[config.mk]
export PLATFORM = sky130hd
export DESIGN_NAME = cpu
export DESIGN_NICKNAME = d
export VERILOG_FILES = /design/src/source/lc3b_types.sv /design/src/source/stage_if.sv /design/src/source/stage_id.sv /design/src/source/stage_ex.sv /design/src/source/stage_mem.sv /design/src/source/hazard_controller.sv /design/src/source/cpu.sv
export VERILOG_INCLUDE_DIRS = /design/src /design/src/source
export SDC_FILE = /design/constraint.sdc
export NUM_CORES = 1
export LEC_CHECK = 0
export BUFFER_PORTS_ARGS = -buffer_cell sky130_fd_sc_hd__buf_2
export CORE_ASPECT_RATIO = 1.2
export CORE_MARGIN = 2
export CORE_UTILIZATION = 56
export CTS_CLUSTER_DIAMETER = 200
export DETAILED_ROUTE_END_ITERATION = 8
export GPL_TIMING_DRIVEN = 0
export PLACE_DENSITY = 0.83
export RECOVER_POWER = 50
export SYNTH_ARGS = -nofsm -noshare
export SYNTH_HDL_FRONTEND = slang
export SYNTH_SLANG_ARGS = --single-unit
[constraint.sdc]
create_clock -name clk -period 8 [get_ports clk]
set_input_delay 1.6 -clock clk [delete_from_list [all_inputs] [get_ports clk]]
set_output_delay 1.6 -clock clk [all_outputs]
set_load 0.005 [all_outputs]
[src/source/lc3b_cfg.svh]
`ifndef LC3B_CFG_SVH
`define LC3B_CFG_SVH

// width of a data word and of an address
`define LC3B_WORD_W 16

// general purpose registers r0 to r7
`define LC3B_NUM_REGS 8

// first fetch address after reset
`define LC3B_RESET_PC 0

// the opcode sits in the top nibble of every instruction
`define LC3B_OPCODE_MSB 15
`define LC3B_OPCODE_LSB 12

`endif

[src/source/lc3b_types.sv]
`include "lc3b_cfg.svh"

package lc3b_types;

    typedef logic [`LC3B_WORD_W-1:0] lc3b_word;
    typedef logic [$clog2(`LC3B_NUM_REGS)-1:0] lc3b_reg;

    // n, z, p from msb to lsb
    typedef logic [2:0] lc3b_cc;

    // encodings follow the lc-3b opcode map
    typedef enum logic [`LC3B_OPCODE_MSB-`LC3B_OPCODE_LSB:0] {
        op_br  = 4'b0000,
        op_add = 4'b0001,
        op_and = 4'b0101,
        op_ldr = 4'b0110,
        op_str = 4'b0111,
        op_not = 4'b1001
    } lc3b_opcode;

    typedef enum logic [1:0] {
        alu_add,
        alu_and,
        alu_not
    } lc3b_alu_op;

    typedef struct packed {
        lc3b_opcode opcode;
        lc3b_alu_op alu_op;
        logic       use_imm;
        logic       reg_write;
        logic       mem_read;
        logic       mem_write;
        logic       is_branch;
        lc3b_reg    dest;
        lc3b_cc     nzp;
    } lc3b_control_word;

    typedef struct packed {
        logic     valid;
        lc3b_word ir;
        lc3b_word pc_plus2;
    } if_id_t;

    typedef struct packed {
        logic             valid;
        lc3b_control_word control;
        lc3b_word         pc_plus2;
        lc3b_word         sr1;
        lc3b_word         sr2;
        lc3b_word         imm;
        lc3b_word         offset;
    } id_ex_t;

    typedef struct packed {
        logic             valid;
        lc3b_control_word control;
        lc3b_word         alu;
        lc3b_word         addr;
        lc3b_word         store_data;
        lc3b_word         branch_target;
    } ex_mem_t;

    // register file write port
    typedef struct packed {
        logic     load;
        lc3b_reg  dest;
        lc3b_word data;
    } wb_t;

endpackage : lc3b_types

[src/source/stage_if.sv]
`timescale 1ns/1ps
`include "lc3b_cfg.svh"

module stage_if (
    input  logic                 clk,
    input  logic                 rst_n,
    input  logic                 fetch_hold,
    input  logic                 decode_hold,
    input  logic                 redirect,
    input  lc3b_types::lc3b_word redirect_pc,
    output lc3b_types::lc3b_word imem_addr,
    input  lc3b_types::lc3b_word imem_data,
    output lc3b_types::if_id_t   if_out
);

    lc3b_types::lc3b_word pc;
    lc3b_types::lc3b_word pc_plus2;

    assign imem_addr = pc;
    assign pc_plus2  = pc + lc3b_types::lc3b_word'(2);

    // taken branch beats any hold
    always_ff @(posedge clk) begin
        if (!rst_n) begin
            pc <= lc3b_types::lc3b_word'(`LC3B_RESET_PC);
        end else if (redirect) begin
            pc <= redirect_pc;
        end else if (!fetch_hold) begin
            pc <= pc_plus2;
        end
    end

    // fetch output register
    always_ff @(posedge clk) begin
        if (!rst_n) begin
            if_out.valid <= 1'b0;
        end else if (decode_hold) begin
            // decode is stuck, keep the same entry
            if_out <= if_out;
        end else if (fetch_hold) begin
            if_out.valid <= 1'b0;
        end else begin
            if_out.valid    <= 1'b1;
            if_out.ir       <= imem_data;
            if_out.pc_plus2 <= pc_plus2;
        end
    end

endmodule : stage_if

[src/source/stage_id.sv]
`timescale 1ns/1ps
`include "lc3b_cfg.svh"

module stage_id (
    input  logic               clk,
    input  logic               rst_n,
    input  logic               decode_hold,
    input  lc3b_types::if_id_t id_in,
    input  lc3b_types::wb_t    wb_in,
    output lc3b_types::id_ex_t id_out
);

    lc3b_types::lc3b_word         regs [`LC3B_NUM_REGS];
    lc3b_types::lc3b_opcode       opcode;
    lc3b_types::lc3b_control_word ctrl;
    lc3b_types::lc3b_reg          sr1_idx;
    lc3b_types::lc3b_reg          sr2_idx;
    lc3b_types::lc3b_word         imm5;
    lc3b_types::lc3b_word         offset;

    assign opcode = lc3b_types::lc3b_opcode'(id_in.ir[`LC3B_OPCODE_MSB:`LC3B_OPCODE_LSB]);

    // sr1 doubles as the base register for ldr and str
    assign sr1_idx = id_in.ir[8:6];
    // str reads its source through the second port
    assign sr2_idx = (opcode == lc3b_types::op_str) ? id_in.ir[11:9] : id_in.ir[2:0];

    assign imm5 = lc3b_types::lc3b_word'($signed(id_in.ir[4:0]));

    // br carries offset9, memory ops carry offset6
    always_comb begin
        if (opcode == lc3b_types::op_br) begin
            offset = lc3b_types::lc3b_word'($signed(id_in.ir[8:0]));
        end else begin
            offset = lc3b_types::lc3b_word'($signed(id_in.ir[5:0]));
        end
    end

    // instruction decoder
    always_comb begin
        ctrl         = '0;
        ctrl.opcode  = opcode;
        ctrl.alu_op  = lc3b_types::alu_add;
        ctrl.dest    = id_in.ir[11:9];
        ctrl.nzp     = id_in.ir[11:9];
        case (opcode)
            lc3b_types::op_add: begin
                ctrl.use_imm   = id_in.ir[5];
                ctrl.reg_write = 1'b1;
            end
            lc3b_types::op_and: begin
                ctrl.alu_op    = lc3b_types::alu_and;
                ctrl.use_imm   = id_in.ir[5];
                ctrl.reg_write = 1'b1;
            end
            lc3b_types::op_not: begin
                ctrl.alu_op    = lc3b_types::alu_not;
                ctrl.reg_write = 1'b1;
            end
            lc3b_types::op_ldr: begin
                ctrl.mem_read  = 1'b1;
                ctrl.reg_write = 1'b1;
            end
            lc3b_types::op_str: begin
                ctrl.mem_write = 1'b1;
            end
            lc3b_types::op_br: begin
                ctrl.is_branch = 1'b1;
            end
            // anything outside the subset behaves as a nop
            default: begin
                ctrl.reg_write = 1'b0;
            end
        endcase
    end

    // register file, cleared on reset
    always_ff @(posedge clk) begin
        if (!rst_n) begin
            for (int i = 0; i < `LC3B_NUM_REGS; i++) begin
                regs[i] <= '0;
            end
        end else if (wb_in.load) begin
            regs[wb_in.dest] <= wb_in.data;
        end
    end

    // decode output register
    always_ff @(posedge clk) begin
        if (!rst_n) begin
            id_out.valid <= 1'b0;
        end else if (decode_hold || !id_in.valid) begin
            id_out.valid <= 1'b0;
        end else begin
            id_out.valid    <= 1'b1;
            id_out.control  <= ctrl;
            id_out.pc_plus2 <= id_in.pc_plus2;
            id_out.sr1      <= regs[sr1_idx];
            id_out.sr2      <= regs[sr2_idx];
            id_out.imm      <= imm5;
            id_out.offset   <= offset;
        end
    end

endmodule : stage_id

[src/source/stage_ex.sv]
`timescale 1ns/1ps

module stage_ex (
    input  logic                clk,
    input  logic                rst_n,
    input  lc3b_types::id_ex_t  ex_in,
    output lc3b_types::ex_mem_t ex_out
);

    lc3b_types::lc3b_word operand_b;
    lc3b_types::lc3b_word alu;
    lc3b_types::lc3b_word addr;
    lc3b_types::lc3b_word target;

    assign operand_b = ex_in.control.use_imm ? ex_in.imm : ex_in.sr2;

    always_comb begin
        case (ex_in.control.alu_op)
            lc3b_types::alu_and: alu = ex_in.sr1 & operand_b;
            lc3b_types::alu_not: alu = ~ex_in.sr1;
            default:             alu = ex_in.sr1 + operand_b;
        endcase
    end

    // offsets count words, so scale to bytes
    assign addr   = ex_in.sr1 + (ex_in.offset << 1);
    assign target = ex_in.pc_plus2 + (ex_in.offset << 1);

    always_ff @(posedge clk) begin
        if (!rst_n) begin
            ex_out.valid <= 1'b0;
        end else begin
            ex_out.valid         <= ex_in.valid;
            ex_out.control       <= ex_in.control;
            ex_out.alu           <= alu;
            ex_out.addr          <= addr;
            ex_out.store_data    <= ex_in.sr2;
            ex_out.branch_target <= target;
        end
    end

endmodule : stage_ex

[src/source/stage_mem.sv]
`timescale 1ns/1ps

module stage_mem (
    input  logic                 clk,
    input  logic                 rst_n,
    input  lc3b_types::ex_mem_t  mem_in,
    output lc3b_types::lc3b_word dmem_addr,
    output lc3b_types::lc3b_word dmem_wdata,
    output logic                 dmem_we,
    input  lc3b_types::lc3b_word dmem_rdata,
    output logic                 redirect,
    output lc3b_types::lc3b_word redirect_pc,
    output lc3b_types::wb_t      wb_out
);

    lc3b_types::lc3b_cc cc;
    lc3b_types::lc3b_cc cc_next;

    // data port
    assign dmem_addr  = mem_in.addr;
    assign dmem_wdata = mem_in.store_data;
    assign dmem_we    = mem_in.valid & mem_in.control.mem_write;

    // writeback, loads take the memory word
    assign wb_out.load = mem_in.valid & mem_in.control.reg_write;
    assign wb_out.dest = mem_in.control.dest;
    assign wb_out.data = mem_in.control.mem_read ? dmem_rdata : mem_in.alu;

    always_comb begin
        if (wb_out.data[$high(wb_out.data)]) begin
            cc_next = 3'b100;
        end else if (wb_out.data == '0) begin
            cc_next = 3'b010;
        end else begin
            cc_next = 3'b001;
        end
    end

    // condition codes start at z
    always_ff @(posedge clk) begin
        if (!rst_n) begin
            cc <= 3'b010;
        end else if (wb_out.load) begin
            cc <= cc_next;
        end
    end

    // branch resolution against the committed codes
    assign redirect    = mem_in.valid & mem_in.control.is_branch & |(mem_in.control.nzp & cc);
    assign redirect_pc = mem_in.branch_target;

endmodule : stage_mem

[src/source/hazard_controller.sv]
`timescale 1ns/1ps
`include "lc3b_cfg.svh"

module hazard_controller (
    input  lc3b_types::if_id_t  id_in,
    input  lc3b_types::id_ex_t  ex_in,
    input  lc3b_types::ex_mem_t mem_in,
    output logic                fetch_hold,
    output logic                decode_hold
);

    lc3b_types::lc3b_opcode opcode;
    lc3b_types::lc3b_reg    src_a;
    lc3b_types::lc3b_reg    src_b;
    logic                   use_a;
    logic                   use_b;
    logic                   ex_wr;
    logic                   mem_wr;
    logic                   branch_in_flight;

    function automatic logic clash(input logic used, input lc3b_types::lc3b_reg src,
                                   input logic wr, input lc3b_types::lc3b_reg dest);
        return used & wr & (src == dest);
    endfunction

    assign opcode = lc3b_types::lc3b_opcode'(id_in.ir[`LC3B_OPCODE_MSB:`LC3B_OPCODE_LSB]);

    // sources that each opcode really reads
    always_comb begin
        use_a = 1'b0;
        use_b = 1'b0;
        src_a = id_in.ir[8:6];
        src_b = id_in.ir[2:0];
        case (opcode)
            lc3b_types::op_add, lc3b_types::op_and: begin
                use_a = 1'b1;
                use_b = ~id_in.ir[5];
            end
            lc3b_types::op_not, lc3b_types::op_ldr: begin
                use_a = 1'b1;
            end
            lc3b_types::op_str: begin
                use_a = 1'b1;
                use_b = 1'b1;
                src_b = id_in.ir[11:9];
            end
            default: begin
                use_a = 1'b0;
            end
        endcase
    end

    assign ex_wr  = ex_in.valid & ex_in.control.reg_write;
    assign mem_wr = mem_in.valid & mem_in.control.reg_write;

    // no forwarding, wait until the writer has retired
    assign decode_hold = id_in.valid &
                         (clash(use_a, src_a, ex_wr, ex_in.control.dest) |
                          clash(use_b, src_b, ex_wr, ex_in.control.dest) |
                          clash(use_a, src_a, mem_wr, mem_in.control.dest) |
                          clash(use_b, src_b, mem_wr, mem_in.control.dest));

    assign branch_in_flight = (id_in.valid & (opcode == lc3b_types::op_br)) |
                              (ex_in.valid & ex_in.control.is_branch) |
                              (mem_in.valid & mem_in.control.is_branch);

    assign fetch_hold = decode_hold | branch_in_flight;

endmodule : hazard_controller

[src/source/cpu.sv]
`timescale 1ns/1ps

module cpu (
    input  logic                 clk,
    input  logic                 rst_n,
    output lc3b_types::lc3b_word imem_addr,
    input  lc3b_types::lc3b_word imem_data,
    output lc3b_types::lc3b_word dmem_addr,
    output lc3b_types::lc3b_word dmem_wdata,
    output logic                 dmem_we,
    input  lc3b_types::lc3b_word dmem_rdata
);

    // stage outputs, each one is a pipeline barrier
    lc3b_types::if_id_t   if_id;
    lc3b_types::id_ex_t   id_ex;
    lc3b_types::ex_mem_t  ex_mem;
    lc3b_types::wb_t      wb;

    logic                 fetch_hold;
    logic                 decode_hold;
    logic                 redirect;
    lc3b_types::lc3b_word redirect_pc;

    hazard_controller i_hazard_controller (
        .id_in       (if_id),
        .ex_in       (id_ex),
        .mem_in      (ex_mem),
        .fetch_hold  (fetch_hold),
        .decode_hold (decode_hold)
    );

    stage_if i_stage_if (
        .clk,
        .rst_n,
        .fetch_hold,
        .decode_hold,
        .redirect,
        .redirect_pc,
        .imem_addr,
        .imem_data,
        .if_out      (if_id)
    );

    stage_id i_stage_id (
        .clk,
        .rst_n,
        .decode_hold,
        .id_in       (if_id),
        .wb_in       (wb),
        .id_out      (id_ex)
    );

    stage_ex i_stage_ex (
        .clk,
        .rst_n,
        .ex_in       (id_ex),
        .ex_out      (ex_mem)
    );

    // memory access and writeback share one stage
    stage_mem i_stage_mem (
        .clk,
        .rst_n,
        .mem_in      (ex_mem),
        .dmem_addr,
        .dmem_wdata,
        .dmem_we,
        .dmem_rdata,
        .redirect,
        .redirect_pc,
        .wb_out      (wb)
    );

endmodule : cpu

==> summary.txt, run 1 <==
fraction of layout cells with a size suffix above 1 = 19.9%
Final Slew Violations = 0
total CTS buffers = 30
clock sinks = 320
DR vias/cell = 6.20
WL final = 38300 um
Port Buffers = 82
switching power = 987 uW
yosys warns = 0
crit path time final = 5.05 ns
CTS HTree Levels = 1
post-synthesis cell type count = 77
Setup Crit Path Kind = reg -> reg
Synth top area share = 54.5%
Root Driver = clkbuf_16
Yosys reg bits = 320
Cell Area, Synth = 0.0164 mm^2
Pre-Repair DR Iteration Count = 5
Avg WL per Cell = 21.5 um
Fin. Hold Viols = 0
Cell Pwr Density = 220 mW/mm^2
hold_buf cts = 0
Placer Congestion = 0.906
Worst Path Arrival = 5.32 ns
sequential power share = 49.9%
area delta synth->final = 11.8%
nature of the critical path startpoint = register
Combinational Power Share = 13.6%
Post-Synthesis Cells = 1254
CP Capture Type = register
Max Root-Sink Buffers = 3
worst slew pin tran = 1.42 ns
largest cells by area after synthesis = edfxtp_1 54%, mux4_2 8.8%, nor2_1 3.8%, ha_1 3.6%, dfxtp_1 2.7%
final antenna diode count = 0
FP Rows = 68
Clock transition at path regs = 0.07 ns
gr ovfl total = 0
Worst Hold Class = reg -> reg
Clock Skews = 0.00988 ns
Layout Utilization = 63.7%
HPWL Detailed = 27800 um
core area = 0.0288 mm^2
Max Cap Violations = 0
asr flop ratio synth = 0%
Total GRT Usage = 25.0%
die width = 160 um
Detailed Route Iter0 Violations = 1237
Req. time, crit path = 8.27 ns
die area = 0.0307 mm^2
number of antenna violations at the first check in global routing = 0
maximum VDD drop = 0.171 mV
Clk Latency, worst-skew pair = 0.56 ns
Top Ports = 83
post_cts resized = 0
global-route wire length before repair = 60300 um
FILL cells = 2031
pre-CTS setup slack = 3.50 ns
pin count of the biggest net entering global routing = 75
vias in the first global route = 11100
DRT antenna net count = 0
Final period util = 63.1%
Nets = 1458
switch share = 24.4%
Post-CTS Setup Bufs = 0
Avg Cell Area, Syn = 13.1 um^2
Initial Util = 57.0%
Max Fanout on Critical Path = 13
CTS tree = built
Slew headroom = 4.57%
RSZ-0062 raised after global routing = false
cell type with the largest total area after synthesis = edfxtp_1
Post-route DRC = 0
Setup-failing EPs final = 0
Internal Pwr Total = 3.06 mW
EDFF count, synth = 298
Max Clock Freq = 198 MHz
sequential element share of the synthesized area = 57.1%
outcome = complete, no violations
part of the power in the clock network = 36.5%
vias = 11100
Chip Height = 192 um
final worst setup slack = 2.95 ns
Post-synth top flop = edfxtp_1
Synth Net Count = 1338
Pleak = 6.85 nW
[through the flow]
stage	power [mW]	hold slack, ns	cells	setup TNS, ns	instance area (um^2)
6_report	4.05	0.420	1783	0	18400
3_3_place_gp	2.57	0.401	1721	-209.61	17300
3_5_place_dp	2.59	0.405	1727	0	17400
4_1_cts	4.06	0.420	1783	0	18400
2_1_floorplan	2.42	0.400	1254	0	16400
5_1_grt	4.18	0.428	1783	0	18400
[logic make-up (layout without fill, tap and decap cells)]
family / after synthesis / after routing / synth area share [%]
mux: 123 / 123 / 12.8
compound gates: 176 / 176 / 7.68
buf+inv: 145 / 289 / 4.32
flops: 320 / 320 / 57.1
simple gates: 381 / 381 / 11.0
xor+xnor: 59 / 59 / 3.14
fa+ha+maj: 50 / 50 / 3.94
[cells in the mapped netlist, types with 28 or more instances]
| cell | n |
|---|---|
| a21oi_1 | 45 |
| buf_4 | 36 |
| clkbuf_1 | 47 |
| edfxtp_1 | 298 |
| ha_1 | 47 |
| inv_1 | 49 |
| mux2_2 | 35 |
| mux4_2 | 64 |
| nand2_1 | 63 |
| nor2_1 | 166 |
| o21ai_0 | 28 |
| xnor2_1 | 37 |
[power groups by stage]
| stage | Clock (mW) | Sequential, mW | Combinational (mW) |
|---|---|---|---|
| after floorplan | 0 | 2.03 | 0.392 |
| after global placement | 0 | 2.05 | 0.519 |
| after detailed placement | 0 | 2.05 | 0.540 |
| after CTS | 1.49 | 2.02 | 0.550 |
| after global routing | 1.56 | 2.03 | 0.594 |
| final | 1.48 | 2.02 | 0.549 |
[cell type report]
| type | instances | area [um^2] | share of cell area [%] |
|---|---|---|---|
| sequential | 320 | 9390 | 51.1 |
| multi-input combinational | 789 | 6310 | 34.4 |
| clock buffer | 34 | 787 | 4.28 |
| buffer | 95 | 502 | 2.73 |
| timing repair buffer | 88 | 482 | 2.62 |
| tap | 385 | 482 | 2.62 |
| clock inverter | 22 | 233 | 1.27 |
| inverter | 50 | 188 | 1.02 |
[worst max-delay path, cell delays in order, from the launching register on]
cell and delay (ns):
edfxtp_1 0.33, clkbuf_1 0.29, nand4b_1 0.49, mux2i_1 1.00, a221o_1 0.41, nand3_1 0.25
clkbuf_1 0.34, nor3_2 0.77, buf_6 0.28, buf_6 0.20, buf_6 0.19, buf_6 0.18
[state kept, by name, summed over array words and instances, names as in the netlist]
register	count
i_stage_if.imem_addr	16
i_stage_if.if_out	33
i_stage_id.regs	128
i_stage_id.id_out	68
i_stage_ex.ex_out	72
i_stage_mem.cc	3
[final timing paths]
| path | cells past startpoint | start | slack (ns) | endpoint |
|---|---|---|---|---|
| worst max-delay path | 11 | i_stage_if.if_out[29] | 2.95 | i_stage_id.id_out[40] |
| worst min-delay path | 0 | i_stage_if.if_out[11] | 0.42 | i_stage_id.id_out[75] |
| worst max register to register | 11 | i_stage_if.if_out[29] | 2.95 | i_stage_id.id_out[40] |
| worst min register to register | 0 | i_stage_if.if_out[11] | 0.42 | i_stage_id.id_out[75] |
[layout by cell type, fill, tap and decap left out, types with 5 or more instances in the layout]
master / instances
bufinv_16: 5
clkbuf_1: 66
nor2_1: 166
nand4_1: 11
xor2_1: 22
buf_2: 77
buf_6: 6
o211ai_1: 7
a221oi_1: 13
edfxtp_1: 298
o21ai_0: 28
mux2_2: 34
a211oi_1: 10
nand2_1: 63
a211o_1: 6
nor3_1: 22
a21oi_1: 45
nor2b_1: 12
clkinv_1: 10
ha_1: 47
nand2b_1: 16
dfxtp_1: 22
clkbuf_4: 31
mux4_2: 64
and3_1: 22
clkbuf_16: 31
nand3_1: 28
inv_1: 49
xnor2_1: 37
nor3b_1: 7
a22oi_1: 5
or3_1: 10
mux2i_1: 20
[layer usage]
metal | share of wire (%) | global-route usage, % | vias up
li1 | - | - | 4949
met1 | 37 | 30.6 | 5420
met2 | 52 | 45.2 | 578
met3 | 6.8 | 3.17 | 112
met4 | 4.0 | 10.4 | 0
met5 | 0 | 0 | -
Note: power is estimated with default switching activity, not from simulation.
==> run 2, diff against run 1 <==
--- a/config.mk
+++ b/config.mk
@@ -6,6 +6,7 @@
 export SDC_FILE = /design/constraint.sdc
 export NUM_CORES = 1
 export LEC_CHECK = 0
+export ABC_AREA = 1
 export BUFFER_PORTS_ARGS = -buffer_cell sky130_fd_sc_hd__buf_2
 export CORE_ASPECT_RATIO = 1.2
 export CORE_MARGIN = 2
@@ -13,7 +14,7 @@
 export CTS_CLUSTER_DIAMETER = 200
 export DETAILED_ROUTE_END_ITERATION = 8
 export GPL_TIMING_DRIVEN = 0
-export PLACE_DENSITY = 0.83
+export PLACE_DENSITY = 0.86
 export RECOVER_POWER = 50
 export SYNTH_ARGS = -nofsm -noshare
 export SYNTH_HDL_FRONTEND = slang
==> constraint.sdc (replaced) <==
create_clock -name clk -period 4.3 [get_ports clk]
set_input_delay 0.86 -clock clk [delete_from_list [all_inputs] [get_ports clk]]
set_output_delay 0.86 -clock clk [all_outputs]
set_load 0.005 [all_outputs]
==> run 2 against run 1 <==
Compared with the run above: first-iteration DRC count increased by 23%; the run now ends with capacitance limit, slew limit left; combinational power increased by 88%; highest routed layer unchanged; synthesized cell count increased by 30%; flip-flop and latch count unchanged; hold slack got worse by 0.0028 ns; sequential power increased by 85%; critical endpoint is now i_stage_if.if_out[22]; die area decreased by 1.2%; non-clock buffer count increased by 10.
==> summary.txt, run 2 <==
pre-CTS setup slack = 0.901 ns
Final period util = 84.4%
final worst setup slack = 0.670 ns
Post-Synthesis Cells = 1628
Post-route DRC = 0
cell type with the largest total area after synthesis = edfxtp_1
Clk Latency, worst-skew pair = 0.59 ns
CP peak stage delay = 0.75 ns
pin count of the biggest net entering global routing = 73
worst slew pin tran = 1.65 ns
Initial Util = 56.6%
Hold Startpoint = i_stage_if.if_out[13]
vias = 12600
gr ovfl total = 0
core area = 0.0287 mm^2
Cell Pwr Density = 417 mW/mm^2
Avg WL per Cell = 19.3 um
most frequent cell after synthesis = edfxtp_1
worst reg2reg path startpoint = i_stage_if.if_out[31]
asr flop ratio synth = 0%
Synth top area share = 55.1%
DRT antenna net count = 0
EDFF count, synth = 298
Regs by FF count = i_stage_id.regs x128, i_stage_ex.ex_out x72, i_stage_id.id_out x68
Clock transition at path regs = 0.06 ns
Post-synth top cells = 298 x edfxtp_1, 281 x nor2_1, 220 x nand2_1
number of antenna violations at the first check in global routing = 0
sequential element share of the synthesized area = 57.9%
delay-heaviest family, CP = simple AND/OR/NAND/NOR gates
crit path time final = 3.63 ns
Max Cap Violations = 1
Post-synth top flop = edfxtp_1
CP Capture Type = register
dpl cells = 2099
Crit-path slowest cell = nor2_4
RSZ-0062 raised after global routing = false
Pleak = 7.31 nW
post-synthesis cell type count = 43
DP Area = 0.0172 mm^2
post_cts resized = 0
Pre-Repair DR Iteration Count = 6
leading cell type in the layout, fill and taps excluded = edfxtp_1
worst setup path start = i_stage_if.if_out[31]
critical-path cell list = nor2_1 -> nand2_1 -> nand2_2 -> nand2_1 -> buf_6 -> nor2_2 -> nor2_1 -> nand2_1 -> nand2_1 -> nand2_1 -> nand2_1 -> nand2_1 -> nand2_8 -> buf_6 -> nor2_4
Worst path most repeated cell = nand2_1
FILL cells = 2193
WP buf/inv = 2
HPWL Detailed = 30900 um
hold_buf cts = 0
Synth Net Count = 1712
Root Driver = clkbuf_16
Biggest register = i_stage_id.regs
die width = 159 um
Worst Hold Class = reg -> reg
global-route wire length before repair = 64600 um
Port Buffers = 82
Worst Path Arrival = 3.84 ns
post-route cell area = 0.0182 mm^2
yosys warns = 0
Fin. Hold Viols = 0
FP Rows = 68
Avg Cell Area, Syn = 9.97 um^2
Max Root-Sink Buffers = 3
number of flip-flops in the largest register = 128
vias in the first global route = 12500
Total GRT Usage = 27.2%
CTS HTree Levels = 1
Yosys reg bits = 320
Chip Height = 190 um
Max Fanout on Critical Path = 32
DR vias/cell = 5.85
Cell Area, Synth = 0.0162 mm^2
maximum VDD drop = 0.360 mV
largest cells by area after synthesis = edfxtp_1 55%, nor2_1 6.5%, o21ai_0 5.2%, nand2_1 5.1%, ha_1 3.6%
final antenna diode count = 0
Placer Congestion = 0.960
total CTS buffers = 31
failing checks = capacitance limit, slew limit
WL final = 41700 um
Req. time, crit path = 4.51 ns
Top Ports = 83
Slew headroom = -11.1%
clock sinks = 320
commonest cells after routing, fill and taps aside = 298 x edfxtp_1, 281 x nor2_1, 224 x nand2_1
Max Clock Freq = 275 MHz
fraction of layout cells with a size suffix above 1 = 10.6%
area delta synth->final = 12.4%
Setup-failing EPs final = 0
CTS tree = built
total chip power = 7.60 mW
Clock Skews = 0.0181 ns
setup TNS = 0 ns
nature of the critical path startpoint = register
Final Slew Violations = 11
Setup Crit Path Kind = reg -> reg
Detailed Route Iter0 Violations = 1526
Non-Filler Instances = 2157
outcome = finished, violations left
Nets = 1831
die area = 0.0304 mm^2
Post-CTS Setup Bufs = 0
==> run 2: cell count changes after synthesis, sizes merged, moves of 31 or more <==
| cell | delta |
|---|---|
| inv | +60 |
| nor2 | +117 |
| a31oi | +31 |
| o21ai | +139 |
| mux2 | -35 |
| mux4 | -64 |
| a21oi | +37 |
| nand2 | +162 |
==> run 2: logic make-up after synthesis <==
family	after synthesis	synth area share (%)
XOR/XNOR	55	2.97
AND/OR/NAND/NOR	588	14.8
AO/OA/AOI/OAI	375	13.1
flip-flops	320	57.9
multiplexers	20	1.26
adder cells (fa/ha/maj)	50	3.99
buffers and inverters	220	6.05
==> run 2: through the flow <==
step	util [%]	hold WS, ns
2_1_floorplan	-	0.400
3_3_place_gp	59.7	0.400
3_5_place_dp	60.1	0.405
4_1_cts	63.8	0.417
5_1_grt	63.6	0.425
6_report	63.6	0.417
==> run 2: worst paths after layout <==
kind | endpoint | slack [ns] | cells past startpoint
hold reg to reg | i_stage_id.id_out[77] | 0.42 | 0
setup reg to reg | i_stage_if.if_out[22] | 0.67 | 15
setup / recovery | i_stage_if.if_out[22] | 0.67 | 15
hold / removal | i_stage_id.id_out[77] | 0.42 | 0
==> run 2: layout make-up <==
type                       instances  area, um^2  area share (%)
tap                              385         482            2.64
clock inverter                    11         134           0.734
clock buffer                      47         927            5.08
sequential                       320        9390            51.5
multi-input combinational       1088        5820            31.9
buffer                           107         554            3.04
timing repair buffer              86         502            2.75
inverter                         113         425            2.33
==> run 2: metal layers <==
layer | up-vias | share of wire, % | wire length, um | global-route usage (%)
li1 | 5887 | - | - | -
met1 | 5918 | 37 | 15300 | 32.1
met2 | 675 | 51 | 21100 | 49.0
met3 | 140 | 7.8 | 3240 | 3.35
met4 | 0 | 5.1 | 2110 | 14.3
met5 | - | 0 | 0 | 0
==> run 2: power by group <==
group / internal [mW] / switching [mW] / leakage [nW]
sequential: 3.63 / 0.104 / 3.14
clock: 1.66 / 1.17 / 0.520
combinational: 0.351 / 0.680 / 3.65
